## src/periph_pkg.sv

```systemverilog
package periph_pkg;

    // ==================================================
    // Bus widths
    // ==================================================

    localparam int DATA_W = 32;
    localparam int ADDR_W = 32;
    localparam int STRB_W = DATA_W / 8;

    // ==================================================
    // Memory map
    // ==================================================

    // 1 KiB of word-organized data memory
    localparam int MEM_WORDS = 256;
    localparam int MEM_AW    = $clog2(MEM_WORDS);

    localparam logic [ADDR_W-1:0] MEM_BASE   = 32'h0000_0000;
    localparam logic [ADDR_W-1:0] MEM_LIMIT  = 32'h0000_03FF;

    // Four-word register windows
    localparam logic [ADDR_W-1:0] TIMER_BASE = 32'h0000_1000;
    localparam logic [ADDR_W-1:0] GPIO_BASE  = 32'h0000_2000;

    // Peripheral sizes
    localparam int GPIO_PINS   = 8;
    localparam int IRQ_SOURCES = 3;
    localparam int IRQ_VEC_W   = $clog2(IRQ_SOURCES);

    // ==================================================
    // APB channel
    // ==================================================

    typedef struct packed {
        logic              psel;
        logic              penable;
        logic              pwrite;
        logic [ADDR_W-1:0] paddr;
        logic [DATA_W-1:0] pwdata;
        logic [STRB_W-1:0] pstrb;
    } apb_req_t;

    typedef struct packed {
        logic              pready;
        logic [DATA_W-1:0] prdata;
        logic              pslverr;
    } apb_rsp_t;

    // ==================================================
    // Selects, register offsets, interrupt sources
    // ==================================================

    typedef enum logic [1:0] {SLV_MEM, SLV_TIMER, SLV_GPIO, SLV_NONE} slave_e;

    typedef enum logic [1:0] {TMR_CTRL = 2'd0, TMR_COMPARE = 2'd1, TMR_COUNT = 2'd2} timer_reg_e;

    typedef enum logic [1:0] {GPIO_OUT = 2'd0, GPIO_DIR = 2'd1, GPIO_IN = 2'd2} gpio_reg_e;

    // Lower index wins arbitration
    typedef enum logic [IRQ_VEC_W-1:0] {IRQ_TIMER = 2'd0, IRQ_GPIO = 2'd1, IRQ_BUS = 2'd2} irq_src_e;

endpackage : periph_pkg

```

## src/apb_decoder.sv

```systemverilog
`timescale 1ns/1ps

module apb_decoder import periph_pkg::*; (
    input  apb_req_t          apb_req_i,

    output logic              mem_sel_o,
    output logic              timer_sel_o,
    output logic              gpio_sel_o,

    input  logic [DATA_W-1:0] mem_rdata_i,
    input  logic [DATA_W-1:0] timer_rdata_i,
    input  logic [DATA_W-1:0] gpio_rdata_i,

    output apb_rsp_t          apb_rsp_o,
    output logic              bus_err_o
);

    slave_e slave;
    logic   access;
    logic   unmapped;

    // ==================================================
    // Address map
    // ==================================================

    always_comb begin
        if ((apb_req_i.paddr & ~(MEM_LIMIT - MEM_BASE)) == MEM_BASE) begin
            slave = SLV_MEM;
        end else if (apb_req_i.paddr[ADDR_W-1:4] == TIMER_BASE[ADDR_W-1:4]) begin
            slave = SLV_TIMER;
        end else if (apb_req_i.paddr[ADDR_W-1:4] == GPIO_BASE[ADDR_W-1:4]) begin
            slave = SLV_GPIO;
        end else begin
            slave = SLV_NONE;
        end
    end

    // Selects follow psel through both phases
    assign mem_sel_o   = apb_req_i.psel & (slave == SLV_MEM);
    assign timer_sel_o = apb_req_i.psel & (slave == SLV_TIMER);
    assign gpio_sel_o  = apb_req_i.psel & (slave == SLV_GPIO);

    // ==================================================
    // Response
    // ==================================================

    assign access   = apb_req_i.psel & apb_req_i.penable;
    assign unmapped = access & (slave == SLV_NONE);

    // Zero-wait slaves, so ready is simply the access phase
    always_comb begin
        apb_rsp_o.pready  = access;
        apb_rsp_o.pslverr = unmapped;

        case (slave)
            SLV_MEM:   apb_rsp_o.prdata = mem_rdata_i;
            SLV_TIMER: apb_rsp_o.prdata = timer_rdata_i;
            SLV_GPIO:  apb_rsp_o.prdata = gpio_rdata_i;
            default:   apb_rsp_o.prdata = '0;
        endcase
    end

    // One pulse per failed access
    assign bus_err_o = unmapped;

endmodule : apb_decoder

```

## config.mk

```make
export PLATFORM = sky130hd
export DESIGN_NAME = apb_decoder
export DESIGN_NICKNAME = d
export VERILOG_FILES = /design/src/periph_pkg.sv /design/src/apb_decoder.sv
export SDC_FILE = /design/constraint.sdc
export NUM_CORES = 1
export LEC_CHECK = 0
export BUFFER_PORTS_ARGS = -buffer_cell sky130_fd_sc_hd__buf_2
export CORE_AREA = 2 2 80 82
export DETAILED_ROUTE_END_ITERATION = 7
export DIE_AREA = 0 0 82 84
export SYNTH_ARGS = -nofsm -noshare
export SYNTH_HDL_FRONTEND = slang
export SYNTH_SLANG_ARGS = --single-unit
```

## constraint.sdc

```tcl
create_clock -name vclk -period 3.59
set_clock_uncertainty 0.2 [all_clocks]
set_input_delay 0.359 -clock vclk [all_inputs]
set_output_delay 0.359 -clock vclk [all_outputs]
set_load 0.01 [all_outputs]
```

==> run_results.csv <==
group,metric,value,unit
run_status,outcome,"finished, final reports clean",
synth,synth.area.mux_share,0,%
drt,firstDrtPassIters,4,
global_route,grt_overflow,0,
final_layout,drive_above_1_share,69.4,%
critical_path,endpoint_kind,"output port",
drt,viasPerCell,4.71,
pwr,peakVddDrop,0.0222,mV
min_path,worstHoldPathType,"in -> out",
drt,wire_per_inst,12.5,um
sta,fin_tns_setup,0,ns
final_layout,layout.area.seq,0,um^2
global_route,grt_pass1_vias,1706,
sta,tightest_slew,0.565,ns
synth,syn_area_per_cell,7.27,um^2
global_route,grt_max_degree,19,
sta,period_needed,2.98,ns
critical_path,arrival,2.43,ns
die,core,0.00610,mm^2
drt,vias,1782,
critical_path,required,3.03,ns
critical_path,worstPathMaxFanout,17,
synth,syn-instance-count,147,
pwr,clkPwrFrac,0,%
sta,rsz0062_at_grt,"false",
synth,yosysTopAreaCell,"nand3_2",
synth,syn_area,0.00107,mm^2
final_layout,nClkBuffers,0,
pwr,intPower,0.0000601,W
die,fp.dieH,84,um
synth,synth_top_family_by_area,"simple AND/OR/NAND/NOR gates",
sta,max_freq,0.335,GHz
die,fp.dieArea,0.00689,mm^2
die,die_w,82,um
global_route,grt_util_all_layers,13.0,%
synth,synthSimpleGateAreaFrac,52.2,%
final_layout,synthToLayoutAreaGrowth,84.1,%
sta,post-route-period-util,83.1,%
placement,dp_slack,0.565,ns
placement,gp_congestion,0.717,
synth,synth_top_cell_area_share,26.2,%
synth,synth_warnings,0,
final_layout,seq_cells,0,
synth,synthAdderAreaFrac,0,%
placement,placed_cells,378,
critical_path,worstSetupPathType,"in -> out",
final_layout,nets,470,
synth,synth_compound_area_share,37.5,%
synth,synth_fp_nets,314,
final_layout,n_antenna_cell,0,
drt,routed_wl,4730,um
sta,setup_viol,0,
cts,cts_resized,0,
sta,slew_headroom,62.2,%
pwr,p_switching,0.0000373,W
pwr,p_per_area,49.5,mW/mm^2
sta,drv_slew,0,
placement,numPortBuffers,164,
placement,hpwl,3870,um
sta,finalWorstSetupSlack,0.606,ns
pwr,total_power,0.0000974,W
critical_path,startpoint_type,"input pin",
pwr,seq_power_share,0,%
final_layout,instances_no_fill,378,
drt,ant_nets,0,
synth,synthXorXnorAreaFrac,0,%
drt,drtIter0Drc,73,
synth,ys_types,24,
cts,cts_setup_buffers,0,
die,start_util,17.5,%
drt,drc,0,
pwr,power_frac_comb,100.0,%
cts,postCtsHoldBufs,0,
die,fp-row-count,29,
final_layout,fillers,670,
synth,synth.area.top_cells,"nand3_2 (26%), a22oi_1 (22%), a21oi_1 (15%)",
global_route,grt_pass1_wl,7560,um
synth,seq_area_frac_synth,0,%
die,io_pins,205,
sta,hold_viol,0,
pwr,leakage,1.12,nW
job,cap_violations,0,
pwr,p_sw_share,38.2,%
global_route,antenna_found_initial,0,
[layer usage]
metal | track usage [%] | share of wire [%]
met3 | 0.758 | 7.3
met5 | 0 | 0
met2 | 25.9 | 54
met1 | 15.3 | 39
met4 | 0.758 | 0.15
[metrics by stage]
stage / util (%) / instance area [um^2] / hold slack, ns
after detailed placement: 32.3 / 1970 / 0.831
after CTS: 32.3 / 1970 / 0.834
after global placement: 32.3 / 1970 / 0.825
after floorplan: - / 1070 / 0.635
final: 32.3 / 1970 / 0.836
after global routing: 32.3 / 1970 / 0.851
[cell usage after synthesis]
master	instances
nor2b_1	2
nand2b_1	1
nor3_2	1
nand4_1	2
buf_2	10
nand3_1	4
buf_6	3
clkbuf_1	3
and3_1	2
nor4_2	2
nor4_1	2
and4_1	1
a22oi_1	32
nor2_1	3
buf_4	2
nor4_4	3
o21ai_0	1
nand2_1	6
nor4b_2	1
a21oi_1	31
nand3_2	28
or4_1	2
and2_1	4
nor3_1	1
[critical path, stage by stage]
cell,delay [ns]
buf_2,0.10
or4_1,0.63
nor4b_2,0.38
nand2_2,0.37
buf_12,0.29
nand3_1,0.09
a21oi_1,0.06
buf_2,0.14
[final timing paths]
path | start | endpoint | slack, ns | cells past startpoint
worst min-delay path | mem_rdata_i[4] | apb_rsp_o[5] | 0.84 | 4
worst max-delay path | apb_req_i[47] | apb_rsp_o[24] | 0.61 | 8
[final cells by class]
type | instances | area, um^2 | area share (%)
Tap cell | 77 | 96.3 | 4.90
Multi-Input combinational cell | 129 | 977 | 49.7
Timing Repair Buffer | 172 | 893 | 45.4
[cells in the final DEF, fill, tap and decap left out, types with 2 or more instances in the layout]
cell and count:
and3_1 2, nand4_1 2, nor2b_1 2, nor4_4 4
a22oi_1 32, nor4_1 2, and2_1 4, buf_4 7
nand3_2 28, nand2_1 5, buf_2 164, a21oi_1 31
nor2_1 3, nand3_1 4
[power groups by stage]
stage                     sequential, W  clock (W)  combinational, W
after detailed placement              0          0         0.0000972
after global placement                0          0         0.0000949
after floorplan                       0          0         0.0000212
after global routing                  0          0          0.000108
after CTS                             0          0         0.0000978
final                                 0          0         0.0000974
[kinds of logic after synthesis]
kind of cell           count (synthesis)
and+or+nand+nor                       65
buffers and inverters                 18
AOI/OAI and AO/OA                     64
Power figures use the tool's default switching activity.
