**config.mk**
```make
export PLATFORM = sky130hd
export DESIGN_NAME = timer_regs
export DESIGN_NICKNAME = d
export VERILOG_FILES = /design/src/periph_pkg.sv /design/src/timer_regs.sv
export SDC_FILE = /design/constraint.sdc
export NUM_CORES = 1
export LEC_CHECK = 0
export ABC_CLOCK_PERIOD_IN_PS = 800
export BUFFER_PORTS_ARGS = -buffer_cell sky130_fd_sc_hd__buf_2
export CAP_MARGIN = 20
export CORE_MARGIN = 3
export CORE_UTILIZATION = 34
export DETAILED_ROUTE_END_ITERATION = 12
export PLACE_DENSITY_LB_ADDON = 0.05
export SYNTH_ARGS = -nofsm -noshare
export SYNTH_HDL_FRONTEND = slang
export SYNTH_SLANG_ARGS = --single-unit
export TNS_END_PERCENT = 10
```
**constraint.sdc**
```tcl
create_clock -name clk_i -period 0.8 [get_ports clk_i]
set_input_delay 0.04 -clock clk_i [delete_from_list [all_inputs] [get_ports clk_i]]
set_output_delay 0.04 -clock clk_i [all_outputs]
set_load 0.02 [all_outputs]
```
**src/periph_pkg.sv**
```systemverilog
package periph_pkg;

    // ==================================================
    // Bus widths
    // ==================================================

    localparam int DATA_W = 32;
    localparam int ADDR_W = 32;
    localparam int STRB_W = DATA_W / 8;

    // ==================================================
    // Memory map
    // ==================================================

    // 1 KiB of word-organized data memory
    localparam int MEM_WORDS = 256;
    localparam int MEM_AW    = $clog2(MEM_WORDS);

    localparam logic [ADDR_W-1:0] MEM_BASE   = 32'h0000_0000;
    localparam logic [ADDR_W-1:0] MEM_LIMIT  = 32'h0000_03FF;

    // Four-word register windows
    localparam logic [ADDR_W-1:0] TIMER_BASE = 32'h0000_1000;
    localparam logic [ADDR_W-1:0] GPIO_BASE  = 32'h0000_2000;

    // Peripheral sizes
    localparam int GPIO_PINS   = 8;
    localparam int IRQ_SOURCES = 3;
    localparam int IRQ_VEC_W   = $clog2(IRQ_SOURCES);

    // ==================================================
    // APB channel
    // ==================================================

    typedef struct packed {
        logic              psel;
        logic              penable;
        logic              pwrite;
        logic [ADDR_W-1:0] paddr;
        logic [DATA_W-1:0] pwdata;
        logic [STRB_W-1:0] pstrb;
    } apb_req_t;

    typedef struct packed {
        logic              pready;
        logic [DATA_W-1:0] prdata;
        logic              pslverr;
    } apb_rsp_t;

    // ==================================================
    // Selects, register offsets, interrupt sources
    // ==================================================

    typedef enum logic [1:0] {SLV_MEM, SLV_TIMER, SLV_GPIO, SLV_NONE} slave_e;

    typedef enum logic [1:0] {TMR_CTRL = 2'd0, TMR_COMPARE = 2'd1, TMR_COUNT = 2'd2} timer_reg_e;

    typedef enum logic [1:0] {GPIO_OUT = 2'd0, GPIO_DIR = 2'd1, GPIO_IN = 2'd2} gpio_reg_e;

    // Lower index wins arbitration
    typedef enum logic [IRQ_VEC_W-1:0] {IRQ_TIMER = 2'd0, IRQ_GPIO = 2'd1, IRQ_BUS = 2'd2} irq_src_e;

endpackage : periph_pkg

```
**src/timer_regs.sv**
```systemverilog
`timescale 1ns/1ps

module timer_regs import periph_pkg::*; (
    input  logic              clk_i,
    input  logic              rst_n_i,

    input  logic              sel_i,
    input  apb_req_t          apb_req_i,
    input  logic [DATA_W-1:0] count_i,
    output logic [DATA_W-1:0] rdata_o,

    output logic              enable_o,
    output logic [DATA_W-1:0] compare_o,
    output logic              load_o,
    output logic [DATA_W-1:0] load_value_o
);

    timer_reg_e        offset;
    logic              wr_en;
    logic              enable_q;
    logic [DATA_W-1:0] compare_q;

    assign offset = timer_reg_e'(apb_req_i.paddr[3:2]);
    assign wr_en  = sel_i & apb_req_i.penable & apb_req_i.pwrite;

    // ==================================================
    // Control and compare registers
    // ==================================================

    always_ff @(posedge clk_i or negedge rst_n_i) begin
        if (!rst_n_i) begin
            enable_q  <= 1'b0;
            compare_q <= '0;
        end else if (wr_en) begin
            case (offset)
                TMR_CTRL:    enable_q  <= apb_req_i.pwdata[0];
                TMR_COMPARE: compare_q <= apb_req_i.pwdata;
                default:     ;
            endcase
        end
    end

    // COUNT writes go straight to the counter at the same edge
    assign load_o       = wr_en & (offset == TMR_COUNT);
    assign load_value_o = apb_req_i.pwdata;

    assign enable_o  = enable_q;
    assign compare_o = compare_q;

    // Read mux
    always_comb begin
        rdata_o = '0;
        case (offset)
            TMR_CTRL:    rdata_o[0] = enable_q;
            TMR_COMPARE: rdata_o    = compare_q;
            TMR_COUNT:   rdata_o    = count_i;
            default:     rdata_o    = '0;
        endcase
    end

endmodule : timer_regs

```
==> results.tsv <==
stage	metric	value	unit
run_status	status	finished with violations	
run_status	violations	negative setup slack	
timing	slew_viol_final	0	
worst_setup_path	cp_cell_sequence	a222oi_1 -> nor2_1 -> buf_2	
cts	clock_latency	0.28	ns
cells_and_area	num_antenna_cells	0	
die	dieArea	0.00738	mm2
timing	min_period	1.20	ns
drt	drt_iter0_markers	54	
timing	rsz0062_at_grt	yes	
pwr	clockPowerShare	16.3	%
drt	wire_per_inst	15.9	um
placed_design	hpwl	4730	um
timing	tightest_slew	0.263	ns
cells_and_area	postLayoutCoreUtil	64.7	%
synthesis	synthArstFlopShare	100	%
synthesis	ys.flop_type	dfrtp_1	
synthesis	synth.yosys.warnings	0	
die	io_pins	204	
die	dieHeight	85.9	um
worst_setup_path	worst-endpoint-required	0.76	ns
pwr	p_leak	2.00	nW
cts	cts_sinks	33	
synthesis	synth.distinct_cells	17	
grt	overflow	0	
synthesis	synth_most_common_cell	dfrtp_1	
worst_setup_path	cp_top_family	flip-flops	
synthesis	synth_area_leaders	dfrtp_1, mux2_4, buf_4, a22oi_1, nor2b_1	
worst_setup_path	path_class	reg2out	
synthesis	synth_top_area_cell	dfrtp_1	
synthesis	yosys_register_bits	33	
timing	fin_ws	-0.401	ns
placed_design	dp_slack	-0.447	ns
synthesis	ys_seq_area_share	38.0	%
cts	cts_buffers	5	
worst_setup_path	cp_max_fo	2	
synthesis	synth-edff-count	0	
timing	max_freq	833	MHz
pwr	p_seq_share	33.9	%
die	start_util	35.8	%
cts	cts_root_buf	clkbuf_8	
grt	grt_max_degree	34	
worst_setup_path	slowest_stage	dfrtp_1	
cells_and_area	final_cell_count_no_fill	438	
pwr	combPwrFrac	49.8	%
cts	cts.path.max_buffers	2	
pwr	swShare	35.5	%
grt	grt_pass1_wl	10800	um
job	max_cap_viol_count	0	
pwr	p_int	4.65	mW
die	core-area	0.00606	mm2
drt	ant_nets	0	
cells_and_area	drive_gt1_share	85.4	%
pwr	vdd_drop_max	0.928	mV
drt	drcViolationCount	0	
timing	finalSetupViolCount	99	
grt	grt_usage	18.7	%
worst_hold_path	hold_class	in2reg	
worst_setup_path	critPathMaxStageDelay	0.38	ns
pwr	p_sw	2.56	mW
synthesis	synth_nets	296	
cts	clk_pin_slew	0.07	ns
placed_design	dp_cells	406	
cells_and_area	areaGrowthSynthToFinish	80.7	%
drt	wl	6980	um
drt	vias	2059	
cts	cts.htree.levels	2	
synthesis	synth_top_area_share	38.0	%
worst_setup_path	worstPathArrival	1.16	ns
cells_and_area	fill_cells	501	
drt	via_per_inst	4.70	
placed_design	gp_congestion	0.725	
worst_setup_path	cp-start-kind	flop	
cells_and_area	fin_nets	473	
pwr	powerDensity	1840	mW/mm2
timing	finClkSkew	0	ns
drt	drt_pre_antenna_iters	4	
timing	hold_viol	0	
worst_setup_path	cp.buffers_inverters	1	
timing	finalCritPeriodShare	150	%
die	die_w	85.9	um
synthesis	syn-mean-instance-area	11.7	um2
synthesis	synth_area	0.00217	mm2
synthesis	synth.top_cells.by_count	dfrtp_1, buf_4, a22oi_1, nor2b_1, mux2_4	
placed_design	io_buffers	168	
cts	cts_tree	done	
synthesis	synth_cells	185	
grt	antenna_found_initial	0	
grt	grt_pass1_vias	2127	
die	fp-row-count	28	
worst_setup_path	endpoint_kind	output port	
timing	max-slew-margin-rel	82.5	%
-- layout make-up --
| class | instances | area, um2 | area share, % |
|---|---|---|---|
| inverters | 2 | 22.5 | 0.574 |
| well taps | 75 | 93.8 | 2.39 |
| multi-input cells | 105 | 1290 | 33.0 |
| flip-flops and latches | 33 | 826 | 21.0 |
| clock buffers | 8 | 80.1 | 2.04 |
| repair buffers | 215 | 1610 | 41.0 |
-- path summary, 6_finish.rpt --
| check | startpoint | endpoint | slack, ns | cells after the start |
|---|---|---|---|---|
| max | enable_o | rdata_o[0] | -0.40 | 3 |
| min | apb_req_i[27] | compare_o[23] | 0.01 | 2 |
| max reg2reg | compare_o[1] | compare_o[1] | -0.11 | 2 |
| min reg2reg | compare_o[11] | compare_o[11] | 0.55 | 1 |
| max in group asynchronous | rst_n_i | compare_o[21] | 0.36 | 3 |
| min in group asynchronous | rst_n_i | compare_o[25] | 0.26 | 3 |
-- placed cells by master, fill, tap and decap left out --
cell type	count
dfrtp_1	33
clkbuf_16	1
dlygate4sd3_1	9
a22oi_2	31
buf_4	32
inv_12	1
ha_4	3
buf_12	9
inv_4	1
ha_1	2
nor2b_4	1
and4_1	1
clkbuf_8	5
buf_6	37
nand4_4	1
nor2b_2	28
a222oi_1	1
mux2_2	3
nand4_1	1
clkbuf_1	3
nor2_1	1
buf_2	125
mux2_4	30
nor2b_1	2
buf_8	2
-- kinds of logic after synthesis --
kind of cell             share of synthesized area [%]
AND/OR/NAND/NOR                                   10.8
adder cells (fa/ha/maj)                           2.88
multiplexers                                      22.3
AO/OA/AOI/OAI                                     11.2
buffers and inverters                             14.8
flip-flops                                        38.0
-- metal layers --
layer	GRT usage (%)	wire, um	vias to the layer above
li1	-	-	974
met1	24.0	2750	977
met2	32.0	3600	103
met3	3.94	573	5
met4	4.32	52	0
met5	0	0	-
-- power groups by stage --
stage / sequential (mW) / combinational [mW] / clock, mW
after global placement: 2.40 / 2.75 / 0
after floorplan: 2.85 / 1.30 / 0
final: 2.44 / 3.59 / 1.18
after detailed placement: 2.38 / 2.77 / 0
after global routing: 2.50 / 3.80 / 1.31
after CTS: 2.41 / 3.31 / 1.24
-- flip-flops by register name (all words and copies together) (netlist names) --
signal     cells
compare_o     32
enable_o       1
-- per-stage QoR --
stage	hold WS [ns]	total power, mW	TNS [ns]	instance area, um2
after CTS	0.00124	6.97	-15.26	3730
after global placement	0.0131	5.14	-25.84	3150
final	0.0130	7.20	-14.81	3920
after global routing	0.00126	7.60	-18.68	3920
after floorplan	-0.256	4.15	-12.89	2290
after detailed placement	0.0132	5.15	-27.30	3150
-- what timing repair did --
action                                  4_1_cts  5_1_grt
hold buffers                                  9        0
endpoints found under the setup margin       99       99
pin swaps                                     4        4
setup buffers                                 6        5
gates cloned                                  3        1
endpoints found under the hold margin        41        0
resized for setup                            94       37
(Power assumes the default switching activity.)
