**src/periph_pkg.sv**
```systemverilog
package periph_pkg;

    // ==================================================
    // Bus widths
    // ==================================================

    localparam int DATA_W = 32;
    localparam int ADDR_W = 32;
    localparam int STRB_W = DATA_W / 8;

    // ==================================================
    // Memory map
    // ==================================================

    // 1 KiB of word-organized data memory
    localparam int MEM_WORDS = 256;
    localparam int MEM_AW    = $clog2(MEM_WORDS);

    localparam logic [ADDR_W-1:0] MEM_BASE   = 32'h0000_0000;
    localparam logic [ADDR_W-1:0] MEM_LIMIT  = 32'h0000_03FF;

    // Four-word register windows
    localparam logic [ADDR_W-1:0] TIMER_BASE = 32'h0000_1000;
    localparam logic [ADDR_W-1:0] GPIO_BASE  = 32'h0000_2000;

    // Peripheral sizes
    localparam int GPIO_PINS   = 8;
    localparam int IRQ_SOURCES = 3;
    localparam int IRQ_VEC_W   = $clog2(IRQ_SOURCES);

    // ==================================================
    // APB channel
    // ==================================================

    typedef struct packed {
        logic              psel;
        logic              penable;
        logic              pwrite;
        logic [ADDR_W-1:0] paddr;
        logic [DATA_W-1:0] pwdata;
        logic [STRB_W-1:0] pstrb;
    } apb_req_t;

    typedef struct packed {
        logic              pready;
        logic [DATA_W-1:0] prdata;
        logic              pslverr;
    } apb_rsp_t;

    // ==================================================
    // Selects, register offsets, interrupt sources
    // ==================================================

    typedef enum logic [1:0] {SLV_MEM, SLV_TIMER, SLV_GPIO, SLV_NONE} slave_e;

    typedef enum logic [1:0] {TMR_CTRL = 2'd0, TMR_COMPARE = 2'd1, TMR_COUNT = 2'd2} timer_reg_e;

    typedef enum logic [1:0] {GPIO_OUT = 2'd0, GPIO_DIR = 2'd1, GPIO_IN = 2'd2} gpio_reg_e;

    // Lower index wins arbitration
    typedef enum logic [IRQ_VEC_W-1:0] {IRQ_TIMER = 2'd0, IRQ_GPIO = 2'd1, IRQ_BUS = 2'd2} irq_src_e;

endpackage : periph_pkg

```
**src/gpio_port.sv**
```systemverilog
`timescale 1ns/1ps

module gpio_port import periph_pkg::*; (
    input  logic                 clk_i,
    input  logic                 rst_n_i,

    input  logic                 sel_i,
    input  apb_req_t             apb_req_i,
    output logic [DATA_W-1:0]    rdata_o,

    input  logic [GPIO_PINS-1:0] pin_i,
    output logic [GPIO_PINS-1:0] pin_o,
    output logic [GPIO_PINS-1:0] pin_oe_o,
    output logic                 edge_o
);

    gpio_reg_e            offset;
    logic                 wr_en;
    logic [GPIO_PINS-1:0] out_q, dir_q;
    logic [GPIO_PINS-1:0] meta_q, sync_q, prev_q;

    assign offset = gpio_reg_e'(apb_req_i.paddr[3:2]);
    assign wr_en  = sel_i & apb_req_i.penable & apb_req_i.pwrite;

    // ==================================================
    // Registers and input synchronizer
    // ==================================================

    always_ff @(posedge clk_i or negedge rst_n_i) begin
        if (!rst_n_i) begin
            out_q  <= '0;
            dir_q  <= '0;
            meta_q <= '0;
            sync_q <= '0;
            prev_q <= '0;
        end else begin
            meta_q <= pin_i;
            sync_q <= meta_q;
            prev_q <= sync_q;

            // IN is read-only
            if (wr_en && offset == GPIO_OUT) out_q <= apb_req_i.pwdata[GPIO_PINS-1:0];
            if (wr_en && offset == GPIO_DIR) dir_q <= apb_req_i.pwdata[GPIO_PINS-1:0];
        end
    end

    assign pin_o    = out_q;
    assign pin_oe_o = dir_q;

    // Rising edge on any input-direction pin
    assign edge_o = |(sync_q & ~prev_q & ~dir_q);

    always_comb begin
        rdata_o = '0;
        case (offset)
            GPIO_OUT: rdata_o[GPIO_PINS-1:0] = out_q;
            GPIO_DIR: rdata_o[GPIO_PINS-1:0] = dir_q;
            GPIO_IN:  rdata_o[GPIO_PINS-1:0] = sync_q;
            default:  rdata_o = '0;
        endcase
    end

endmodule : gpio_port

```
**config.mk**
```make
export PLATFORM = sky130hd
export DESIGN_NAME = gpio_port
export DESIGN_NICKNAME = d
export VERILOG_FILES = /design/src/periph_pkg.sv /design/src/gpio_port.sv
export SDC_FILE = /design/constraint.sdc
export NUM_CORES = 1
export LEC_CHECK = 0
export BUFFER_PORTS_ARGS = -buffer_cell sky130_fd_sc_hd__buf_2
export CORE_MARGIN = 2
export CORE_UTILIZATION = 40
export CTS_BUF_LIST = sky130_fd_sc_hd__clkbuf_2 sky130_fd_sc_hd__clkbuf_4 sky130_fd_sc_hd__clkbuf_8
export DETAILED_ROUTE_END_ITERATION = 6
export PLACE_DENSITY = 0.82
export SETUP_SLACK_MARGIN = 0.3
export SLEW_MARGIN = 25
export SYNTH_ARGS = -nofsm -noshare
export SYNTH_HDL_FRONTEND = slang
export SYNTH_SLANG_ARGS = --single-unit
```
**constraint.sdc**
```tcl
create_clock -name clk_i -period 1.4 [get_ports clk_i]
set_clock_uncertainty 0.2 [all_clocks]
set_input_delay 0.28 -clock clk_i [delete_from_list [all_inputs] [get_ports clk_i]]
set_output_delay 0.28 -clock clk_i [all_outputs]
set_load 0.02 [all_outputs]
```
==> flow_metrics.py <==
metrics = {
    "floorplan": {
        "die-area_um2": 4640,
        "chipWidth_um": 68.1,
        "num_rows": 23,
        "io_pins": 131,
        "die_h_um": 68.1,
        "coreArea_um2": 3970,
        "start_util": 0.414,
    },
    "logic_synthesis": {
        "ys_types": 18,
        "synthCells": 126,
        "ys_async_sr_fraction": 1.00,
        "synthTopCellsByArea": "dfrtp_1 61%, buf_4 11%, mux2_2 11%",
        "yosys.area.top_type": "dfrtp_1",
        "synth_top_flop_cell": "dfrtp_1",
        "synth_common_cells": "40 x dfrtp_1, 25 x buf_4, 16 x mux2_2",
        "avgSynthCellArea_um2": 13.1,
        "synth_top_cell_area_share": 0.608,
        "synth.most_common_cell": "dfrtp_1",
        "yosysWarnings": 0,
        "syn_area_um2": 1650,
        "synth_edf_count": 0,
        "yosysSeqAreaShare": 0.608,
        "ys_ff_latch": 40,
    },
    "timing": {
        "fin_crit_ns": 1.85,
        "timing.final.crit_share": 1.32,
        "setup_viol": 21,
        "fin_ws_ns": -0.446,
        "rsz0062_at_grt": "true",
        "fin_hold_ws_ns": 0.0283,
        "slew_violations": 0,
        "finalHoldViolCount": 0,
        "fmax_ghz": 0.542,
        "timing.setup.tns_ns": -3.27,
    },
    "finish": {
        "stdcell_count": 269,
        "final_area_um2": 2700,
        "synthToLayoutAreaGrowth_pct": 64.0,
        "nets": 300,
        "diodes": 0,
        "drive_above_1_share": 0.630,
    },
    "power_and_ir_drop": {
        "power_w": 0.00372,
        "p_leak_nw": 1.30,
        "vdd_ir_drop_max_mv": 0.909,
        "powerDensity_nw_per_um2": 1380,
    },
    "drt": {
        "drt_iter0_drc": 31,
        "ant_nets": 0,
        "first_pass_iters": 4,
        "route.detailed.drc": 0,
        "wl_um": 3670,
        "wl_per_cell_um": 13.7,
        "vias": 1205,
        "viasPerCell": 4.48,
    },
    "placed_design": {
        "placed_cell_area_um2": 2080,
        "dpl.cell_count": 237,
        "globalplace.congestion": 0.728,
        "hpwlAfterDp_um": 2340,
        "port_buffers": 47,
    },
    "worst_setup_path": {
        "slowest_delay_ns": 0.38,
        "crit_type": "reg2out",
        "crit_required_ns": 0.92,
        "end_kind": "primary output",
        "critPathLaunchType": "register",
        "r2r_cells": 4,
        "cp_slowest_cell": "dfrtp_1",
        "path_cells": "a22o_1 > a211oi_2 > nand3_1 > buf_2",
        "worstPathArrival_ns": 1.37,
        "reg2reg_slack_ns": 0.09,
        "path_max_fanout": 2,
    },
    "global_route": {
        "grt_pass1_vias": 1235,
        "grt_usage": 0.169,
        "overflow": 0,
        "grt_pass1_wl_um": 5630,
        "antenna_found_initial": 0,
        "grt_max_degree": 41,
    },
    "clock_network": {
        "cts_tree": "built",
        "numClockSinks": 40,
        "clockBufferDepth": 2,
        "cts_buffers": 5,
        "clk_latency_ns": 0.29,
        "root_buffer": "clkbuf_8",
        "h-tree-depth": 2,
        "path_clk_slew_ns": 0.08,
    },
    "min_path": {
        "hold_path_class": "in2reg",
        "holdPathStages": 2,
    },
    "status": {
        "status": "finished, violations left",
        "violations": "setup timing",
    },
    "job": {
        "max_cap_viol_count": 0,
    },
}
-- metrics by stage --
stage,setup WS [ns],util
final,-0.446,0.680
after CTS,-0.465,0.650
after global routing,-0.491,0.680
after floorplan,-0.106,-
after global placement,-0.215,0.525
after detailed placement,-0.218,0.525
-- flip-flops by register name (all words and copies together) (netlist names) --
| signal | cells |
|---|---|
| sync_q | 8 |
| pin_oe_o | 8 |
| prev_q | 8 |
| pin_o | 8 |
| meta_q | 8 |
-- final timing paths --
kind                         startpoint           to
setup / recovery              sync_q[2]       edge_o
hold / removal             apb_req_i[7]     pin_o[3]
setup reg to reg            pin_oe_o[0]  pin_oe_o[0]
hold reg to reg               meta_q[5]    sync_q[5]
max in group asynchronous       rst_n_i  pin_oe_o[0]
min in group asynchronous       rst_n_i    meta_q[5]
-- final cells by class --
| class | instances | area [um2] |
|---|---|---|
| Fill cell | 298 | 1270 |
| Sequential cell | 40 | 1020 |
| Timing Repair Buffer | 89 | 845 |
| Multi-Input combinational cell | 82 | 659 |
| Clock buffer | 5 | 68.8 |
| Tap cell | 50 | 62.6 |
| Clock inverter | 3 | 42.5 |
-- layout by cell type (no fill, tap or decap), types with 2 or more instances in the layout --
cell | Yosys | final
buf_2 | 0 | 19
mux2_4 | 0 | 14
dlygate4sd3_1 | 0 | 9
nor2_1 | 8 | 7
mux2_2 | 16 | 2
clkbuf_8 | 0 | 5
a22oi_1 | 2 | 2
conb_1 | 1 | 24
buf_6 | 1 | 47
buf_12 | 0 | 2
mux2i_2 | 0 | 5
o21ai_2 | 0 | 8
dfrtp_1 | 40 | 24
dfrtp_2 | 0 | 16
mux2i_1 | 8 | 3
nand2_1 | 8 | 8
buf_4 | 25 | 12
-- where the power goes --
part | switching, W | leakage [nW] | internal, W
sequential | 0.000120 | 0.457 | 0.00132
clock | 0.000403 | 0.0541 | 0.000527
combinational | 0.000577 | 0.792 | 0.000778
-- cells by family after synthesis --
family          Yosys count  share of synthesized area
compound gates           12                     0.0433
mux                      24                      0.158
flops                    40                      0.608
simple gates             22                     0.0646
other cells               1                    0.00228
buf+inv                  27                      0.123
-- layer usage --
metal,vias to the layer above,track usage,share of wire
li1,559,-,-
met1,582,0.208,0.42
met2,61,0.288,0.49
met3,3,0.0576,0.083
met4,0,0.0375,0.0063
met5,-,0,0
-- worst max-delay path: cells and delay by family (launching register included) --
family	cells	cell delay [ns]
AO/OA/AOI/OAI	2	0.42
buffers and inverters	1	0.17
AND/OR/NAND/NOR	1	0.10
flip-flops	1	0.38
-- repair_timing --
action / 4_1_cts / 5_1_grt
hold buffers: 9 / 0
pin swaps: 12 / 3
buffers inserted: 7 / 8
endpoints found under the setup margin: 41 / 41
endpoints found under the hold margin: 48 / 0
resized for setup: 71 / 15
(Power assumes the default switching activity.)
