[src/periph_pkg.sv]
package periph_pkg;

    // ==================================================
    // Bus widths
    // ==================================================

    localparam int DATA_W = 32;
    localparam int ADDR_W = 32;
    localparam int STRB_W = DATA_W / 8;

    // ==================================================
    // Memory map
    // ==================================================

    // 1 KiB of word-organized data memory
    localparam int MEM_WORDS = 256;
    localparam int MEM_AW    = $clog2(MEM_WORDS);

    localparam logic [ADDR_W-1:0] MEM_BASE   = 32'h0000_0000;
    localparam logic [ADDR_W-1:0] MEM_LIMIT  = 32'h0000_03FF;

    // Four-word register windows
    localparam logic [ADDR_W-1:0] TIMER_BASE = 32'h0000_1000;
    localparam logic [ADDR_W-1:0] GPIO_BASE  = 32'h0000_2000;

    // Peripheral sizes
    localparam int GPIO_PINS   = 8;
    localparam int IRQ_SOURCES = 3;
    localparam int IRQ_VEC_W   = $clog2(IRQ_SOURCES);

    // ==================================================
    // APB channel
    // ==================================================

    typedef struct packed {
        logic              psel;
        logic              penable;
        logic              pwrite;
        logic [ADDR_W-1:0] paddr;
        logic [DATA_W-1:0] pwdata;
        logic [STRB_W-1:0] pstrb;
    } apb_req_t;

    typedef struct packed {
        logic              pready;
        logic [DATA_W-1:0] prdata;
        logic              pslverr;
    } apb_rsp_t;

    // ==================================================
    // Selects, register offsets, interrupt sources
    // ==================================================

    typedef enum logic [1:0] {SLV_MEM, SLV_TIMER, SLV_GPIO, SLV_NONE} slave_e;

    typedef enum logic [1:0] {TMR_CTRL = 2'd0, TMR_COMPARE = 2'd1, TMR_COUNT = 2'd2} timer_reg_e;

    typedef enum logic [1:0] {GPIO_OUT = 2'd0, GPIO_DIR = 2'd1, GPIO_IN = 2'd2} gpio_reg_e;

    // Lower index wins arbitration
    typedef enum logic [IRQ_VEC_W-1:0] {IRQ_TIMER = 2'd0, IRQ_GPIO = 2'd1, IRQ_BUS = 2'd2} irq_src_e;

endpackage : periph_pkg

[src/irq_controller.sv]
`timescale 1ns/1ps

module irq_controller import periph_pkg::*; (
    input  logic                   clk_i,
    input  logic                   rst_n_i,

    input  logic [IRQ_SOURCES-1:0] src_i,
    input  logic                   ack_i,

    output logic                   irq_o,
    output irq_src_e               vector_o
);

    logic [IRQ_SOURCES-1:0] pending_q;
    logic [IRQ_SOURCES-1:0] ack_clr;
    irq_src_e               vector;

    // ==================================================
    // Priority encoder
    // ==================================================

    // Scan from the top so the lowest pending index ends up selected
    always_comb begin
        vector = IRQ_TIMER;
        for (int i = IRQ_SOURCES - 1; i >= 0; i--) begin
            if (pending_q[i]) begin
                vector = irq_src_e'(IRQ_VEC_W'(i));
            end
        end
    end

    // Only the presented vector is cleared
    always_comb begin
        ack_clr = '0;
        ack_clr[vector] = ack_i & irq_o;
    end

    // ==================================================
    // Pending bits
    // ==================================================

    // New pulse on the same edge as an ack keeps the bit set
    always_ff @(posedge clk_i or negedge rst_n_i) begin
        if (!rst_n_i) begin
            pending_q <= '0;
        end else begin
            pending_q <= (pending_q & ~ack_clr) | src_i;
        end
    end

    assign irq_o    = |pending_q;
    assign vector_o = vector;

endmodule : irq_controller

[config.mk]
export PLATFORM = sky130hd
export DESIGN_NAME = irq_controller
export DESIGN_NICKNAME = d
export VERILOG_FILES = /design/src/periph_pkg.sv /design/src/irq_controller.sv
export SDC_FILE = /design/constraint.sdc
export NUM_CORES = 1
export LEC_CHECK = 0
export BUFFER_PORTS_ARGS = -buffer_cell sky130_fd_sc_hd__buf_2
export CORE_AREA = 2 2 39 41
export DETAILED_ROUTE_END_ITERATION = 10
export DIE_AREA = 0 0 41 43
export PLACE_DENSITY = 0.38
export RECOVER_POWER = 100
export SLEW_MARGIN = 5
export SYNTH_ARGS = -nofsm -noshare
export SYNTH_HDL_FRONTEND = slang
export SYNTH_SLANG_ARGS = --single-unit
[constraint.sdc]
create_clock -name clk_i -period 1.6 [get_ports clk_i]
set_input_delay 0.08 -clock clk_i [delete_from_list [all_inputs] [get_ports clk_i]]
set_output_delay 0.08 -clock clk_i [all_outputs]
set_load 0.005 [all_outputs]
==> results of run 1 <==
-- cells in the mapped netlist --
cell and count:
nor2b_1 1, inv_1 1, or3_1 1, dfrtp_1 3, nor2_1 2, nor4b_1 1
nor3b_1 1, nand2b_1 1, a21o_1 2
-- path summary, 6_finish.rpt --
kind	startpoint	end	slack (ns)	cells past startpoint
setup reg to reg	pending_q[0]	pending_q[2]	0.62	2
hold / removal	src_i[1]	pending_q[1]	0.03	2
setup / recovery	pending_q[0]	irq_o	0.38	2
hold reg to reg	pending_q[2]	pending_q[2]	0.51	2
min in group asynchronous	rst_n_i	pending_q[0]	0.19	2
max in group asynchronous	rst_n_i	pending_q[2]	1.26	2
-- cells by family after synthesis --
logic type      share of synthesized area
buf+inv                            0.0275
simple gates                        0.312
flops                               0.550
compound gates                      0.110
-- critical path, cell delays in order, from the launching register on --
cell     delay, ns
dfrtp_1       0.42
or3_1         0.36
buf_2         0.13
-- per-layer routing --
| layer | up-vias | part of all wire | track usage |
|---|---|---|---|
| met1 | 55 | 0.55 | 0.0782 |
| li1 | 70 | - | - |
| met4 | 0 | 0 | 0.0600 |
| met3 | 0 | 0.16 | 0.0471 |
| met2 | 9 | 0.30 | 0.0375 |
| met5 | - | 0 | 0 |
-- cell type report --
cell class                 count  area [sq um]  share of cell area
sequential                     3          75.1               0.328
multi-input combinational      9          57.6               0.251
timing repair buffer           9          46.3               0.202
clock buffer                   4          26.3               0.115
tap                           16          20.0              0.0874
inverter                       1          3.75              0.0164
-- metrics by stage --
step	area [sq um]	utilization	setup WS, ns
final	229	0.165	0.382
after global routing	229	0.165	0.328
after CTS	233	0.168	0.368
after detailed placement	196	0.142	0.625
after global placement	196	0.142	0.635
after floorplan	136	-	0.743
-- layout by cell type (no fill, tap or decap) --
master         count
a21o_1             2
buf_2              5
clkbuf_1           4
clkbuf_4           3
dfrtp_1            3
dlygate4sd3_1      1
inv_1              1
nand2b_1           1
nor2_1             2
nor2b_1            1
nor3b_1            1
nor4b_1            1
or3_1              1
-- power breakdown --
part | internal [uW] | switching [uW] | leakage, uW
sequential | 80.3 | 4.71 | 0.0000294
combinational | 11.7 | 8.13 | 0.0000487
clock | 93.4 | 38.3 | 0.0000150
-- what timing repair did --
| item | 4_1_cts | 5_1_grt |
|---|---|---|
| hold buffers | 1 | 0 |
| resized for setup | 0 | 0 |
| endpoints found under the hold margin | 3 | 0 |
==> results.sh, run 1 <==
export IMPL_dr_pass1_iters=4
export IMPL_fin_nets=33
export IMPL_wl_per_cell_microns=8.55
export IMPL_cts_buffers_inserted=3
export IMPL_synth_distinct_cells=9
export IMPL_worst_pin_slew_ns=0.307
export IMPL_boundaryPins=9
export IMPL_period_share=0.761
export IMPL_postSynthCellCount=13
export IMPL_worstPathArrival_ns=1.14
export IMPL_top_register="pending_q"
export IMPL_dp_cells=37
export IMPL_yosys_register_bits=3
export IMPL_maxCapViolations=0
export IMPL_syn_to_final_growth_pct=67.9
export IMPL_path_class="reg -> out"
export IMPL_cts_setup_buffers=0
export IMPL_clock_fmax_ghz=0.821
export IMPL_die_w_microns=41
export IMPL_core_area_sq_mm=0.00138
export IMPL_layoutNonFillerInstCount=42
export IMPL_start_util=0.0986
export IMPL_htreeDepth=1
export IMPL_vias=134
export IMPL_setup_viol=0
export IMPL_viasPerCell=3.19
export IMPL_largest_reg_flops=3
export IMPL_ant_nets=0
export IMPL_status="completed"
export IMPL_final_max_slew_violation_count=0
export IMPL_clk_insertion_delay_late_ns=0.23
export IMPL_slew_headroom=0.792
export IMPL_clk_pin_slew_worst_paths_ns=0.04
export IMPL_cp_max_fo=6
export IMPL_hold_class="in -> reg"
export IMPL_yosysWarningCount=0
export IMPL_yosysSeqAreaShare=0.550
export IMPL_grt_max_degree=7
export IMPL_grt_pass1_vias=135
export IMPL_initialDrtViolationCount=4
export IMPL_fill_cells=151
export IMPL_worst_setup_path_start_kind="register"
export IMPL_rows=14
export IMPL_cts_root_buffer="clkbuf_4"
export IMPL_synth_area_leaders="dfrtp_1 (55%), a21o_1 (11%), nor4b_1 (6.4%)"
export IMPL_grt_first_pass_wirelength_microns=552
export IMPL_yosysTopAreaCellShare=0.550
export IMPL_endpoint_kind="output pin"
export IMPL_clock_sinks=3
export IMPL_avgSynthCellArea_sq_um=10.5
export IMPL_reg_largest_list="pending_q x3"
export IMPL_power_density_mw_per_mm2=1030
export IMPL_hold_viol_final=0
export IMPL_dieArea_sq_mm=0.00176
export IMPL_drc_errors=0
export IMPL_gp_congestion=0.576
export IMPL_antenna_found_initial=0
export IMPL_portBuffers=8
export IMPL_grt_ovfl_total=0
export IMPL_place_hpwl_microns=271
export IMPL_drt_total_wl_microns=359
export IMPL_total_power_uw=236
export IMPL_num_antenna_cells=0
export IMPL_required_ns=1.52
export IMPL_finalCriticalPeriod_ns=1.22
export IMPL_grt_use_total=0.0544
export IMPL_fin_setup_tns_ns=0
export IMPL_holdWs_ns=0.0288
export IMPL_clockBufferDepth=2
export IMPL_cts_tree="built"
export IMPL_rsz0062_at_grt="no"
export IMPL_die_h_microns=43
export IMPL_synth_top_cell_by_area="dfrtp_1"
export IMPL_drive_gt1_frac=0.308
export IMPL_netlist_area_sq_um=136
export IMPL_syn_num_nets=19
export IMPL_power_leakage_uw=0.0000930
export IMPL_peakVddDrop_mv=0.250
export IMPL_skew_ns=0.000752
No activity file was read; power rests on OpenSTA's default activity.
==> run 2, diff against run 1 <==
--- a/config.mk
+++ b/config.mk
@@ -9,7 +9,7 @@
 export CORE_AREA = 2 2 39 41
 export DETAILED_ROUTE_END_ITERATION = 10
 export DIE_AREA = 0 0 41 43
-export PLACE_DENSITY = 0.38
+export PLACE_DENSITY = 0.39
 export RECOVER_POWER = 100
 export SLEW_MARGIN = 5
 export SYNTH_ARGS = -nofsm -noshare
==> constraint.sdc (replaced) <==
create_clock -name clk_i -period 1.1 [get_ports clk_i]
set_input_delay 0.055 -clock clk_i [delete_from_list [all_inputs] [get_ports clk_i]]
set_output_delay 0.055 -clock clk_i [all_outputs]
set_load 0.005 [all_outputs]
==> results.sh, run 2 (synthesized netlist as in run 1, its figures left out) <==
export IMPL_grt_use_total=0.0604
export IMPL_rr_endpoint="pending_q[1]"
export IMPL_dpl_worst_slack_ns=0.146
export IMPL_worstPathArrival_ns=1.09
export IMPL_vias=159
export IMPL_clock_sinks=3
export IMPL_fin_nets=39
export IMPL_ff2ff_setup_slack_ns=0.08
export IMPL_grt_max_degree=5
export IMPL_rr_startpoint="pending_q[0]"
export IMPL_dr_pass1_iters=1
export IMPL_initialDrtViolationCount=0
export IMPL_peakVddDrop_mv=0.380
export IMPL_rsz0062_at_grt="yes"
export IMPL_worst_pin_slew_ns=0.234
export IMPL_htreeDepth=1
export IMPL_portBuffers=8
export IMPL_power_leakage_uw=0.000126
export IMPL_grt_ovfl_total=0
export IMPL_cts_root_buffer="clkbuf_4"
export IMPL_syn_to_final_growth_pct=108
export IMPL_power_density_mw_per_mm2=1300
export IMPL_final_cell_mix="buf_2 (7), clkbuf_4 (3), clkbuf_1 (3), dlygate4sd3_1 (3), dfrtp_1 (3)"
export IMPL_hp_start="src_i[2]"
export IMPL_drt_total_wl_microns=440
export IMPL_wl_per_cell_microns=9.17
export IMPL_setup_viol=1
export IMPL_ant_nets=0
export IMPL_cpMaxStageDelayCell="dfrtp_1"
export IMPL_worstRegToRegCells=4
export IMPL_drive_gt1_frac=0.438
export IMPL_hold_viol_final=0
export IMPL_top_register="pending_q"
export IMPL_reg_largest_list="pending_q x3"
export IMPL_core_area_sq_mm=0.00138
export IMPL_clk_insertion_delay_late_ns=0.24
export IMPL_hold_depth=3
export IMPL_holdWs_ns=0.0717
export IMPL_die_h_microns=43
export IMPL_largest_reg_flops=3
export IMPL_cp_cell_sequence="or3_1 -> buf_2"
export IMPL_boundaryPins=9
export IMPL_cp_max_fo=2
export IMPL_layout_commonest_cell="buf_2"
export IMPL_grt_first_pass_wirelength_microns=641
export IMPL_cts_tree="built"
export IMPL_hold_end="pending_q[2]"
export IMPL_period_share=1.04
export IMPL_cpLargestDelayFamily="flip-flops"
export IMPL_viasPerCell=3.31
export IMPL_num_antenna_cells=0
export IMPL_critPathBufInv=1
export IMPL_violations="negative setup slack"
export IMPL_status="finished with violations"
export IMPL_final_max_slew_violation_count=0
export IMPL_endpoint_kind="output pin"
export IMPL_gp_congestion=0.576
export IMPL_hold_class="in -> reg"
export IMPL_slew_headroom=0.842
export IMPL_worst_slack_ns=-0.0412
export IMPL_finalCriticalPeriod_ns=1.14
export IMPL_clockBufferDepth=2
export IMPL_grt_pass1_vias=156
export IMPL_worst_setup_path_start_kind="register"
export IMPL_path_class="reg -> out"
export IMPL_drc_errors=0
export IMPL_skew_ns=0.00602
export IMPL_dieArea_sq_mm=0.00176
export IMPL_antenna_found_initial=0
export IMPL_required_ns=1.04
export IMPL_rows=14
export IMPL_start_util=0.0986
export IMPL_clk_pin_slew_worst_paths_ns=0.04
export IMPL_slowest_delay_ns=0.36
export IMPL_die_w_microns=41
export IMPL_cts_buffers_inserted=3
export IMPL_clock_fmax_ghz=0.876
export IMPL_maxCapViolations=0
[run 2: cell count changes in the layout (fill, tap and decap cells not counted), sizes merged]
cell / previous run / this run
dlygate4sd3: 1 / 3
buf: 5 / 9
[run 2: tightest hold or removal path, cell delays in order]
cell and delay, ns:
buf_2 0.09, nor2_1 0.04, nor2_1 0.08
[run 2: worst max-delay path by stage]
stage / from / endpoint / slack, ns / cells past startpoint
3_5_place_dp: pending_q[1] / irq_o / 0.15 / 2
5_1_grt: pending_q[2] / irq_o / -0.1 / 2
3_3_place_gp: pending_q[1] / irq_o / 0.16 / 2
4_1_cts: pending_q[2] / irq_o / -0.06 / 2
2_1_floorplan: pending_q[1] / pending_q[2] / 0.24 / 2
6_report: pending_q[2] / irq_o / -0.04 / 2
[run 2: through the flow]
stage | instances | cell area (sq um) | power (uW) | utilization | setup TNS (ns)
finish | 48 | 284 | 368 | 0.205 | -0.0412
detailed placement | 37 | 196 | 153 | 0.142 | 0
global route | 48 | 284 | 405 | 0.205 | -0.150
global placement | 37 | 196 | 151 | 0.142 | 0
floorplan | 13 | 136 | 134 | - | 0
CTS | 47 | 282 | 380 | 0.203 | -0.0625
[run 2: power by group]
part / switching [uW] / internal (uW)
Clock: 60.1 / 136
Combinational: 20.4 / 31.1
Sequential: 3.62 / 117
Total: 84.2 / 284
[run 2: area by class of cell]
class / count / area, sq um
timing repair buffer: 15 / 96.3
tap: 16 / 20.0
clock buffer: 4 / 26.3
multi-input combinational: 9 / 62.6
sequential: 3 / 75.1
inverter: 1 / 3.75
fill: 152 / 1100
[run 2: repair_timing]
item                                   4_1_cts  5_1_grt
resized for setup                            2        1
buffers inserted                             4        0
endpoints found under the hold margin        4        1
pin swaps                                    1        1
hold buffers                                 2        1
setup endpoints to repair                    1        2
[run 2: metal layers]
| layer | global-route usage | up-vias | wire [microns] |
|---|---|---|---|
| met5 | 0 | - | 0 |
| met4 | 0.0600 | 0 | 0 |
| met3 | 0.0366 | 0 | 64 |
| met2 | 0.0594 | 9 | 157 |
| met1 | 0.0809 | 68 | 218 |
| li1 | - | 82 | - |
