### src/periph_pkg.sv
package periph_pkg;

    // ==================================================
    // Bus widths
    // ==================================================

    localparam int DATA_W = 32;
    localparam int ADDR_W = 32;
    localparam int STRB_W = DATA_W / 8;

    // ==================================================
    // Memory map
    // ==================================================

    // 1 KiB of word-organized data memory
    localparam int MEM_WORDS = 256;
    localparam int MEM_AW    = $clog2(MEM_WORDS);

    localparam logic [ADDR_W-1:0] MEM_BASE   = 32'h0000_0000;
    localparam logic [ADDR_W-1:0] MEM_LIMIT  = 32'h0000_03FF;

    // Four-word register windows
    localparam logic [ADDR_W-1:0] TIMER_BASE = 32'h0000_1000;
    localparam logic [ADDR_W-1:0] GPIO_BASE  = 32'h0000_2000;

    // Peripheral sizes
    localparam int GPIO_PINS   = 8;
    localparam int IRQ_SOURCES = 3;
    localparam int IRQ_VEC_W   = $clog2(IRQ_SOURCES);

    // ==================================================
    // APB channel
    // ==================================================

    typedef struct packed {
        logic              psel;
        logic              penable;
        logic              pwrite;
        logic [ADDR_W-1:0] paddr;
        logic [DATA_W-1:0] pwdata;
        logic [STRB_W-1:0] pstrb;
    } apb_req_t;

    typedef struct packed {
        logic              pready;
        logic [DATA_W-1:0] prdata;
        logic              pslverr;
    } apb_rsp_t;

    // ==================================================
    // Selects, register offsets, interrupt sources
    // ==================================================

    typedef enum logic [1:0] {SLV_MEM, SLV_TIMER, SLV_GPIO, SLV_NONE} slave_e;

    typedef enum logic [1:0] {TMR_CTRL = 2'd0, TMR_COMPARE = 2'd1, TMR_COUNT = 2'd2} timer_reg_e;

    typedef enum logic [1:0] {GPIO_OUT = 2'd0, GPIO_DIR = 2'd1, GPIO_IN = 2'd2} gpio_reg_e;

    // Lower index wins arbitration
    typedef enum logic [IRQ_VEC_W-1:0] {IRQ_TIMER = 2'd0, IRQ_GPIO = 2'd1, IRQ_BUS = 2'd2} irq_src_e;

endpackage : periph_pkg

### src/timer_core.sv
`timescale 1ns/1ps

module timer_core import periph_pkg::*; (
    input  logic              clk_i,
    input  logic              rst_n_i,

    input  logic              enable_i,
    input  logic [DATA_W-1:0] compare_i,
    input  logic              load_i,
    input  logic [DATA_W-1:0] load_value_i,

    output logic [DATA_W-1:0] count_o,
    output logic              match_o
);

    logic [DATA_W-1:0] count_q;
    logic              match_q;
    logic              hit;

    assign hit = enable_i & ~load_i & (count_q == compare_i);

    // Load wins over counting; wrap to zero on match
    always_ff @(posedge clk_i or negedge rst_n_i) begin
        if (!rst_n_i) begin
            count_q <= '0;
            match_q <= 1'b0;
        end else begin
            match_q <= hit;

            if (load_i) begin
                count_q <= load_value_i;
            end else if (hit) begin
                count_q <= '0;
            end else if (enable_i) begin
                count_q <= count_q + 1'b1;
            end
        end
    end

    assign count_o = count_q;
    assign match_o = match_q;

endmodule : timer_core

### config.mk
export PLATFORM = sky130hd
export DESIGN_NAME = timer_core
export DESIGN_NICKNAME = d
export VERILOG_FILES = /design/src/periph_pkg.sv /design/src/timer_core.sv
export SDC_FILE = /design/constraint.sdc
export NUM_CORES = 1
export LEC_CHECK = 0
export ABC_CLOCK_PERIOD_IN_PS = 2300
export BUFFER_PORTS_ARGS = -buffer_cell sky130_fd_sc_hd__buf_2
export CELL_PAD_IN_SITES_DETAIL_PLACEMENT = 1
export CELL_PAD_IN_SITES_GLOBAL_PLACEMENT = 1
export CORE_MARGIN = 2
export CORE_UTILIZATION = 25
export DETAILED_ROUTE_END_ITERATION = 7
export HOLD_SLACK_MARGIN = 0.12
export PLACE_DENSITY = 0.68
export SETUP_SLACK_MARGIN = 0.02
export SYNTH_ARGS = -nofsm -noshare
export SYNTH_HDL_FRONTEND = slang
export SYNTH_SLANG_ARGS = --single-unit
### constraint.sdc
create_clock -name clk_i -period 2.3 [get_ports clk_i]
set_input_delay 0.23 -clock clk_i [delete_from_list [all_inputs] [get_ports clk_i]]
set_output_delay 0.23 -clock clk_i [all_outputs]
set_load 0.01 [all_outputs]
==> results of run 1 <==
-- state kept, by name (all words and copies together) (netlist names) --
register  count
count_o      32
match_o       1
-- layout make-up --
| cell class | count | area, um^2 |
|---|---|---|
| Fill cell | 1270 | 6560 |
| Multi-Input combinational cell | 244 | 1680 |
| Timing Repair Buffer | 143 | 842 |
| Sequential cell | 33 | 830 |
| Tap cell | 136 | 170 |
| Clock buffer | 7 | 86.3 |
| Inverter | 5 | 18.8 |
-- path summary, 6_finish.rpt --
path | start | end | slack [ns] | cells past startpoint
min in group asynchronous | rst_n_i | count_o[3] | 0.58 | 2
max in group asynchronous | rst_n_i | count_o[0] | 1.16 | 2
worst min-delay path | load_value_i[11] | count_o[11] | 0.15 | 3
worst min register to register | count_o[0] | count_o[0] | 0.66 | 2
worst max-delay path | count_o[23] | count_o[26] | 0.04 | 7
worst max register to register | count_o[23] | count_o[26] | 0.04 | 7
-- cells by family (layout without fill, tap and decap cells) --
logic type	Yosys count	count (layout)
simple gates	144	144
fa+ha+maj	1	1
flops	33	33
xor+xnor	48	48
buf+inv	23	155
compound gates	46	46
mux	5	5
-- timing repair --
action,CTS,global route
endpoints found under the setup margin,14,10
pin swaps,1,3
setup buffers,2,1
hold buffers,1,0
hold endpoints to repair,33,0
gates resized for setup,2,10
-- routing by layer --
| metal | vias up | GRT usage, % | wire length [um] |
|---|---|---|---|
| met5 | - | 0 | 0 |
| met4 | 0 | 4.32 | 170 |
| met3 | 16 | 3.46 | 633 |
| met2 | 110 | 31.8 | 4930 |
| met1 | 1413 | 25.7 | 4790 |
| li1 | 1358 | - | - |
-- cells in the final DEF (no fill, tap or decap), types with 6 or more instances in the layout --
| cell | netlist | routed |
|---|---|---|
| sky130_fd_sc_hd__or4_1 | 8 | 7 |
| sky130_fd_sc_hd__xnor2_1 | 23 | 21 |
| sky130_fd_sc_hd__buf_4 | 0 | 40 |
| sky130_fd_sc_hd__clkbuf_8 | 0 | 6 |
| sky130_fd_sc_hd__nand4_1 | 18 | 18 |
| sky130_fd_sc_hd__buf_2 | 4 | 100 |
| sky130_fd_sc_hd__nand3_1 | 15 | 15 |
| sky130_fd_sc_hd__xor2_1 | 24 | 24 |
| sky130_fd_sc_hd__nor3_1 | 13 | 13 |
| sky130_fd_sc_hd__and3_1 | 8 | 8 |
| sky130_fd_sc_hd__o31ai_1 | 9 | 9 |
| sky130_fd_sc_hd__nor2_1 | 19 | 19 |
| sky130_fd_sc_hd__a21oi_1 | 12 | 12 |
| sky130_fd_sc_hd__dfrtp_1 | 33 | 30 |
| sky130_fd_sc_hd__nand2_1 | 33 | 33 |
-- worst register-to-register path, delay by kind of cell, from the launching register on --
family	cells	cell delay (ns)
XOR/XNOR	1	0.17
buffers and inverters	1	0.14
AND/OR/NAND/NOR	4	1.34
flip-flops	1	0.39
AO/OA/AOI/OAI	1	0.08
-- power by group through the flow --
stage | Sequential, mW | Clock [mW] | Combinational [mW]
final | 0.712 | 0.465 | 0.651
after global routing | 0.720 | 0.499 | 0.706
after CTS | 0.708 | 0.475 | 0.644
after detailed placement | 0.719 | 0 | 0.638
after global placement | 0.715 | 0 | 0.625
after floorplan | 0.754 | 0 | 0.281
==> impl_metrics.tcl, run 1 <==
set metrics [dict create \
    status "finished clean" \
    io_buffer_count 100 \
    power_report.internal_total_mw 1.17 \
    max_stage_delay_ns 0.53 \
    die_y_um 106 \
    via_count_normalized_by_instance_count 5.10 \
    tightestPinTransition_ns 0.815 \
    fmaxAchievable_ghz 0.443 \
    dpl_cell_area_um2 3440 \
    timing.final.crit_period_ns 2.26 \
    final_max_slew_viol_count 0 \
    report.final.hold_viol_count 0 \
    htreeDepth 2 \
    switching_share_pct 35.9 \
    cts_root_buf "sky130_fd_sc_hd__clkbuf_8" \
    gp_congestion 0.900 \
    insertedDiodeCount 0 \
    start_kind "flop" \
    timing.critical_path.cells "xor2_1, or4_1, nand4bb_1, or4_4, nor3_4, buf_6, o41ai_2" \
    clk_latency_ns 0.29 \
    grt_max_degree 49 \
    detail_route.drc_violations 0 \
    tritoncts "yes" \
    tightest_hold_check_type "primary input to flop" \
    finalSetupViolations 0 \
    post_synth.cell_area_avg_um2 8.61 \
    layout.core_utilization_pct 35.6 \
    postSynthNetCount 369 \
    chipWidth_um 106 \
    slew_headroom_pct 45.7 \
    postRouteAntennaNets 0 \
    critical_path.endpoint_type "flop" \
    synthesis.area_um2 2580 \
    detailed_place_hpwl_mm 8.27 \
    finalClockSkew_ns 0.00567 \
    synth-adder-area-share_pct 0.484 \
    initial_utilization_pct 25.4 \
    cts-root-to-sink-buffers 2 \
    avgRoutedWirePerCell_um 18.5 \
    dieArea_um2 11200 \
    synth_top_area_share_pct 32.0 \
    static-leakage-power_nw 1.65 \
    yosys_most_used_dff "sky130_fd_sc_hd__dfrtp_1" \
    synthTopCellsByCount "33 x sky130_fd_sc_hd__dfrtp_1, 33 x sky130_fd_sc_hd__nand2_1, 24 x sky130_fd_sc_hd__xor2_1" \
    clk_pin_slew_ns 0.07 \
    post_route_cells_drive_above_1_share_pct 39.4 \
    yosysWarnings 0 \
    power.share.combinational_pct 35.6 \
    synth_cell_types 51 \
    worst_ep_required_time_ns 2.46 \
    clock_sink_count 33 \
    proportion_of_synthesized_area_in_mux_cells_pct 2.03 \
    dp_cells 557 \
    netlist_top_cells_area "sky130_fd_sc_hd__dfrtp_1 32%, sky130_fd_sc_hd__xor2_1 8.1%, sky130_fd_sc_hd__xnor2_1 7.8%" \
    synth-async-reset-ratio_pct 100 \
    p_sw_mw 0.656 \
    antenna_found_initial 0 \
    synthesis.instances 300 \
    synth_top_area_cell "sky130_fd_sc_hd__dfrtp_1" \
    globalRoute.totalOverflow 0 \
    critPathTopFamily "simple AND/OR/NAND/NOR gates" \
    xor_and_xnor_area_share_after_synthesis_pct 16.6 \
    seq_area_frac_synth_pct 32.0 \
    critPathSlowestCell "sky130_fd_sc_hd__or4_1" \
    ys_seq_elements 33 \
    fp-row-count 37 \
    synth_top_family_by_area "simple AND/OR/NAND/NOR gates" \
    vdd_ir_drop_max_mv 0.177 \
    grt_first_pass_wirelength_mm 16.5 \
    yosys.area_share.simple_pct 32.0 \
    cts_made_buffers 5 \
    detail_route.wirelength_mm 10.5 \
    detailedRoute.firstPassIterationCount 4 \
    timing.hold.ws_ns 0.148 \
    unrepaired_setup_endpoints_after_global_routing "yes" \
    floorplan.core_area_um2 10200 \
    routed-via-count 2897 \
    areaGrowthSynthToFinish_pct 40.3 \
    globalRouteTotalUtil_pct 19.1 \
    crit_path_max_fanout 4 \
    worst_slack_ns 0.0425 \
    design.final.nets 501 \
    worst-endpoint-arrival_ns 2.41 \
    synth-compound-area-share_pct 12.3 \
    preCtsSetupSlack_ns -0.0507 \
    max-cap-violations 0 \
    vias_in_the_first_global_route 3005 \
    criticalPathCategory "flop to flop" \
    post_layout_nonfiller_instances 568 \
    synth-edff-count 0 \
    pwr_density_cell_nw_per_um2 505 \
    share_of_power_burned_in_the_clock_network_pct 25.4 \
    worstPathBufferInverterCount 1 \
    power.total_mw 1.83 \
    seqPwrFrac_pct 38.9 \
    io-pin-count 101 \
    fin_area_um2 3620 \
    totalNegativeSetupSlack_ns 0 \
    dr.first_iter.drc_count 118 \
    finalCritPeriodShare_pct 98.2 \
]
No activity file was read; power rests on OpenSTA's default activity.
==> run 2: changes to the inputs <==
--- a/config.mk
+++ b/config.mk
@@ -11,6 +11,7 @@
 export CELL_PAD_IN_SITES_GLOBAL_PLACEMENT = 1
 export CORE_MARGIN = 2
 export CORE_UTILIZATION = 25
+export CTS_BUF_LIST = sky130_fd_sc_hd__clkbuf_4 sky130_fd_sc_hd__clkbuf_8 sky130_fd_sc_hd__clkbuf_16
 export DETAILED_ROUTE_END_ITERATION = 7
 export HOLD_SLACK_MARGIN = 0.12
 export PLACE_DENSITY = 0.68
==> run 2 against run 1 <==
  * Sequential power barely moved
  * Wire length rose by 0.57%
  * Clock power rose by 2%
  * Final cell count did not move
  * Largest power group unchanged
  * Design area rose by 0.21%
  * Worst hold slack improved by 0.0037 ns
  * Global-route usage did not move
  * First-iteration DRC count fell by 6.8%
  * Via count fell by 0.24%
  * Critical path depth did not move
  * Sequential share of layout area fell by 0.082 points
  * Maximum frequency fell by 0.25%
==> impl_metrics.tcl, run 2 (synthesis results as in run 1) <==
set metrics [dict create \
    critPathSlowestCell "sky130_fd_sc_hd__or4_1" \
    globalRouteTotalUtil_pct 19.1 \
    pwr_density_cell_nw_per_um2 507 \
    clk_latency_ns 0.29 \
    tightestPinTransition_ns 0.821 \
    power.total_mw 1.84 \
    design.final.nets 501 \
    cts_root_buf "sky130_fd_sc_hd__clkbuf_8" \
    die_y_um 106 \
    htreeDepth 2 \
    final_max_slew_viol_count 0 \
    vdd_ir_drop_max_mv 0.176 \
    dieArea_um2 11200 \
    layout.core_utilization_pct 35.6 \
    status "finished clean" \
    layout.cells.most_common "sky130_fd_sc_hd__buf_2" \
    static-leakage-power_nw 1.66 \
    post_layout_nonfiller_instances 568 \
    timing.final.crit_period_ns 2.26 \
    fillCellCount 1269 \
    timing.critical_path.cells "xor2_1, or4_1, nand4bb_1, or4_4, nor3_4, buf_6, o41ai_2" \
    layout_common_cells "100 x sky130_fd_sc_hd__buf_2, 40 x sky130_fd_sc_hd__buf_4, 33 x sky130_fd_sc_hd__nand2_1" \
    postRouteAntennaNets 0 \
    max-cap-violations 0 \
    gp_congestion 0.900 \
    dp_cells 557 \
    insertedDiodeCount 0 \
    io-pin-count 101 \
    detail_route.drc_violations 0 \
    detailedRoute.firstPassIterationCount 4 \
    globalRoute.totalOverflow 0 \
    via_count_normalized_by_instance_count 5.09 \
    multi_input_gate_area_um2 1680 \
    clock_sink_count 33 \
    fp-row-count 37 \
    cts-root-to-sink-buffers 2 \
    post_route_cells_drive_above_1_share_pct 39.6 \
    worst_ep_required_time_ns 2.45 \
    unrepaired_setup_endpoints_after_global_routing "yes" \
    detail_route.wirelength_mm 10.6 \
    routed-via-count 2890 \
    start_kind "flop" \
    grt_first_pass_wirelength_mm 16.5 \
    initial_utilization_pct 25.4 \
    crit_path_max_fanout 4 \
    dr.first_iter.drc_count 110 \
    largest_reg_flops 32 \
    cts_made_buffers 5 \
    avgRoutedWirePerCell_um 18.6 \
    slew_headroom_pct 45.3 \
    grt_max_degree 49 \
    chipWidth_um 106 \
    totalNegativeSetupSlack_ns 0 \
    finalSetupViolations 0 \
    vias_in_the_first_global_route 3005 \
    finalClockSkew_ns 0.00532 \
    areaGrowthSynthToFinish_pct 40.6 \
    tritoncts "yes" \
    io_buffer_count 100 \
    worst-endpoint-arrival_ns 2.42 \
    antenna_found_initial 0 \
    finalCritPeriodShare_pct 98.4 \
    register_area_um2 828 \
    tightest_hold_check_type "primary input to flop" \
    detailed_place_hpwl_mm 8.27 \
    criticalPathCategory "flop to flop" \
    critical_path.endpoint_type "flop" \
    report.final.hold_viol_count 0 \
    floorplan.core_area_um2 10200 \
    clk_pin_slew_ns 0.07 \
    fmaxAchievable_ghz 0.442 \
    max_stage_delay_ns 0.53 \
]
## run 2: metrics by stage
| step | hold WS, ns | setup WS, ns | area, um^2 |
|---|---|---|---|
| floorplan | -0.0656 | 0.119 | 2580 |
| global placement | 0.364 | 0.0202 | 3440 |
| detailed placement | 0.372 | -0.0507 | 3440 |
| CTS | 0.147 | 0.0537 | 3580 |
| global route | 0.154 | -0.0370 | 3630 |
| finish | 0.151 | 0.0368 | 3630 |
## run 2: path summary, 6_finish.rpt
path | startpoint | endpoint | slack, ns | cells past startpoint
max in group asynchronous | rst_n_i | count_o[2] | 1.15 | 2
worst min-delay path | load_value_i[11] | count_o[11] | 0.15 | 3
min in group asynchronous | rst_n_i | count_o[3] | 0.59 | 2
worst min register to register | count_o[19] | count_o[19] | 0.68 | 2
worst max-delay path | count_o[23] | count_o[26] | 0.04 | 7
worst max register to register | count_o[23] | count_o[26] | 0.04 | 7
## run 2: timing repair
item,4_1_cts,5_1_grt
setup endpoints to repair,14,10
setup buffers,2,1
gates cloned,0,0
pin swaps,1,1
hold buffers,1,0
gates resized for setup,2,10
hold endpoints to repair,33,0
## run 2: final cells by class
type	instances	area share, %
Timing Repair Buffer	143	23.2
Multi-Input combinational cell	244	46.3
Sequential cell	33	22.8
Inverter	5	0.517
Tap cell	136	4.69
Clock buffer	7	2.48
## run 2: report_power, final
part	leakage, nW	internal, mW	switching (mW)
clock network	0.0477	0.250	0.225
registers	0.389	0.640	0.0717
logic	1.22	0.295	0.358
## run 2: worst max-delay path: cells and delay by family, from the launching register on
family / cells / cell delay (ns)
xor+xnor: 1 / 0.17
simple gates: 4 / 1.35
flops: 1 / 0.39
compound gates: 1 / 0.08
buf+inv: 1 / 0.14
## run 2: metal layers
metal  part of all wire (%)  global-route usage, %
met1                     45                   25.7
met2                     47                   31.8
met3                    6.3                   3.46
met4                    1.5                   4.32
met5                      0                      0
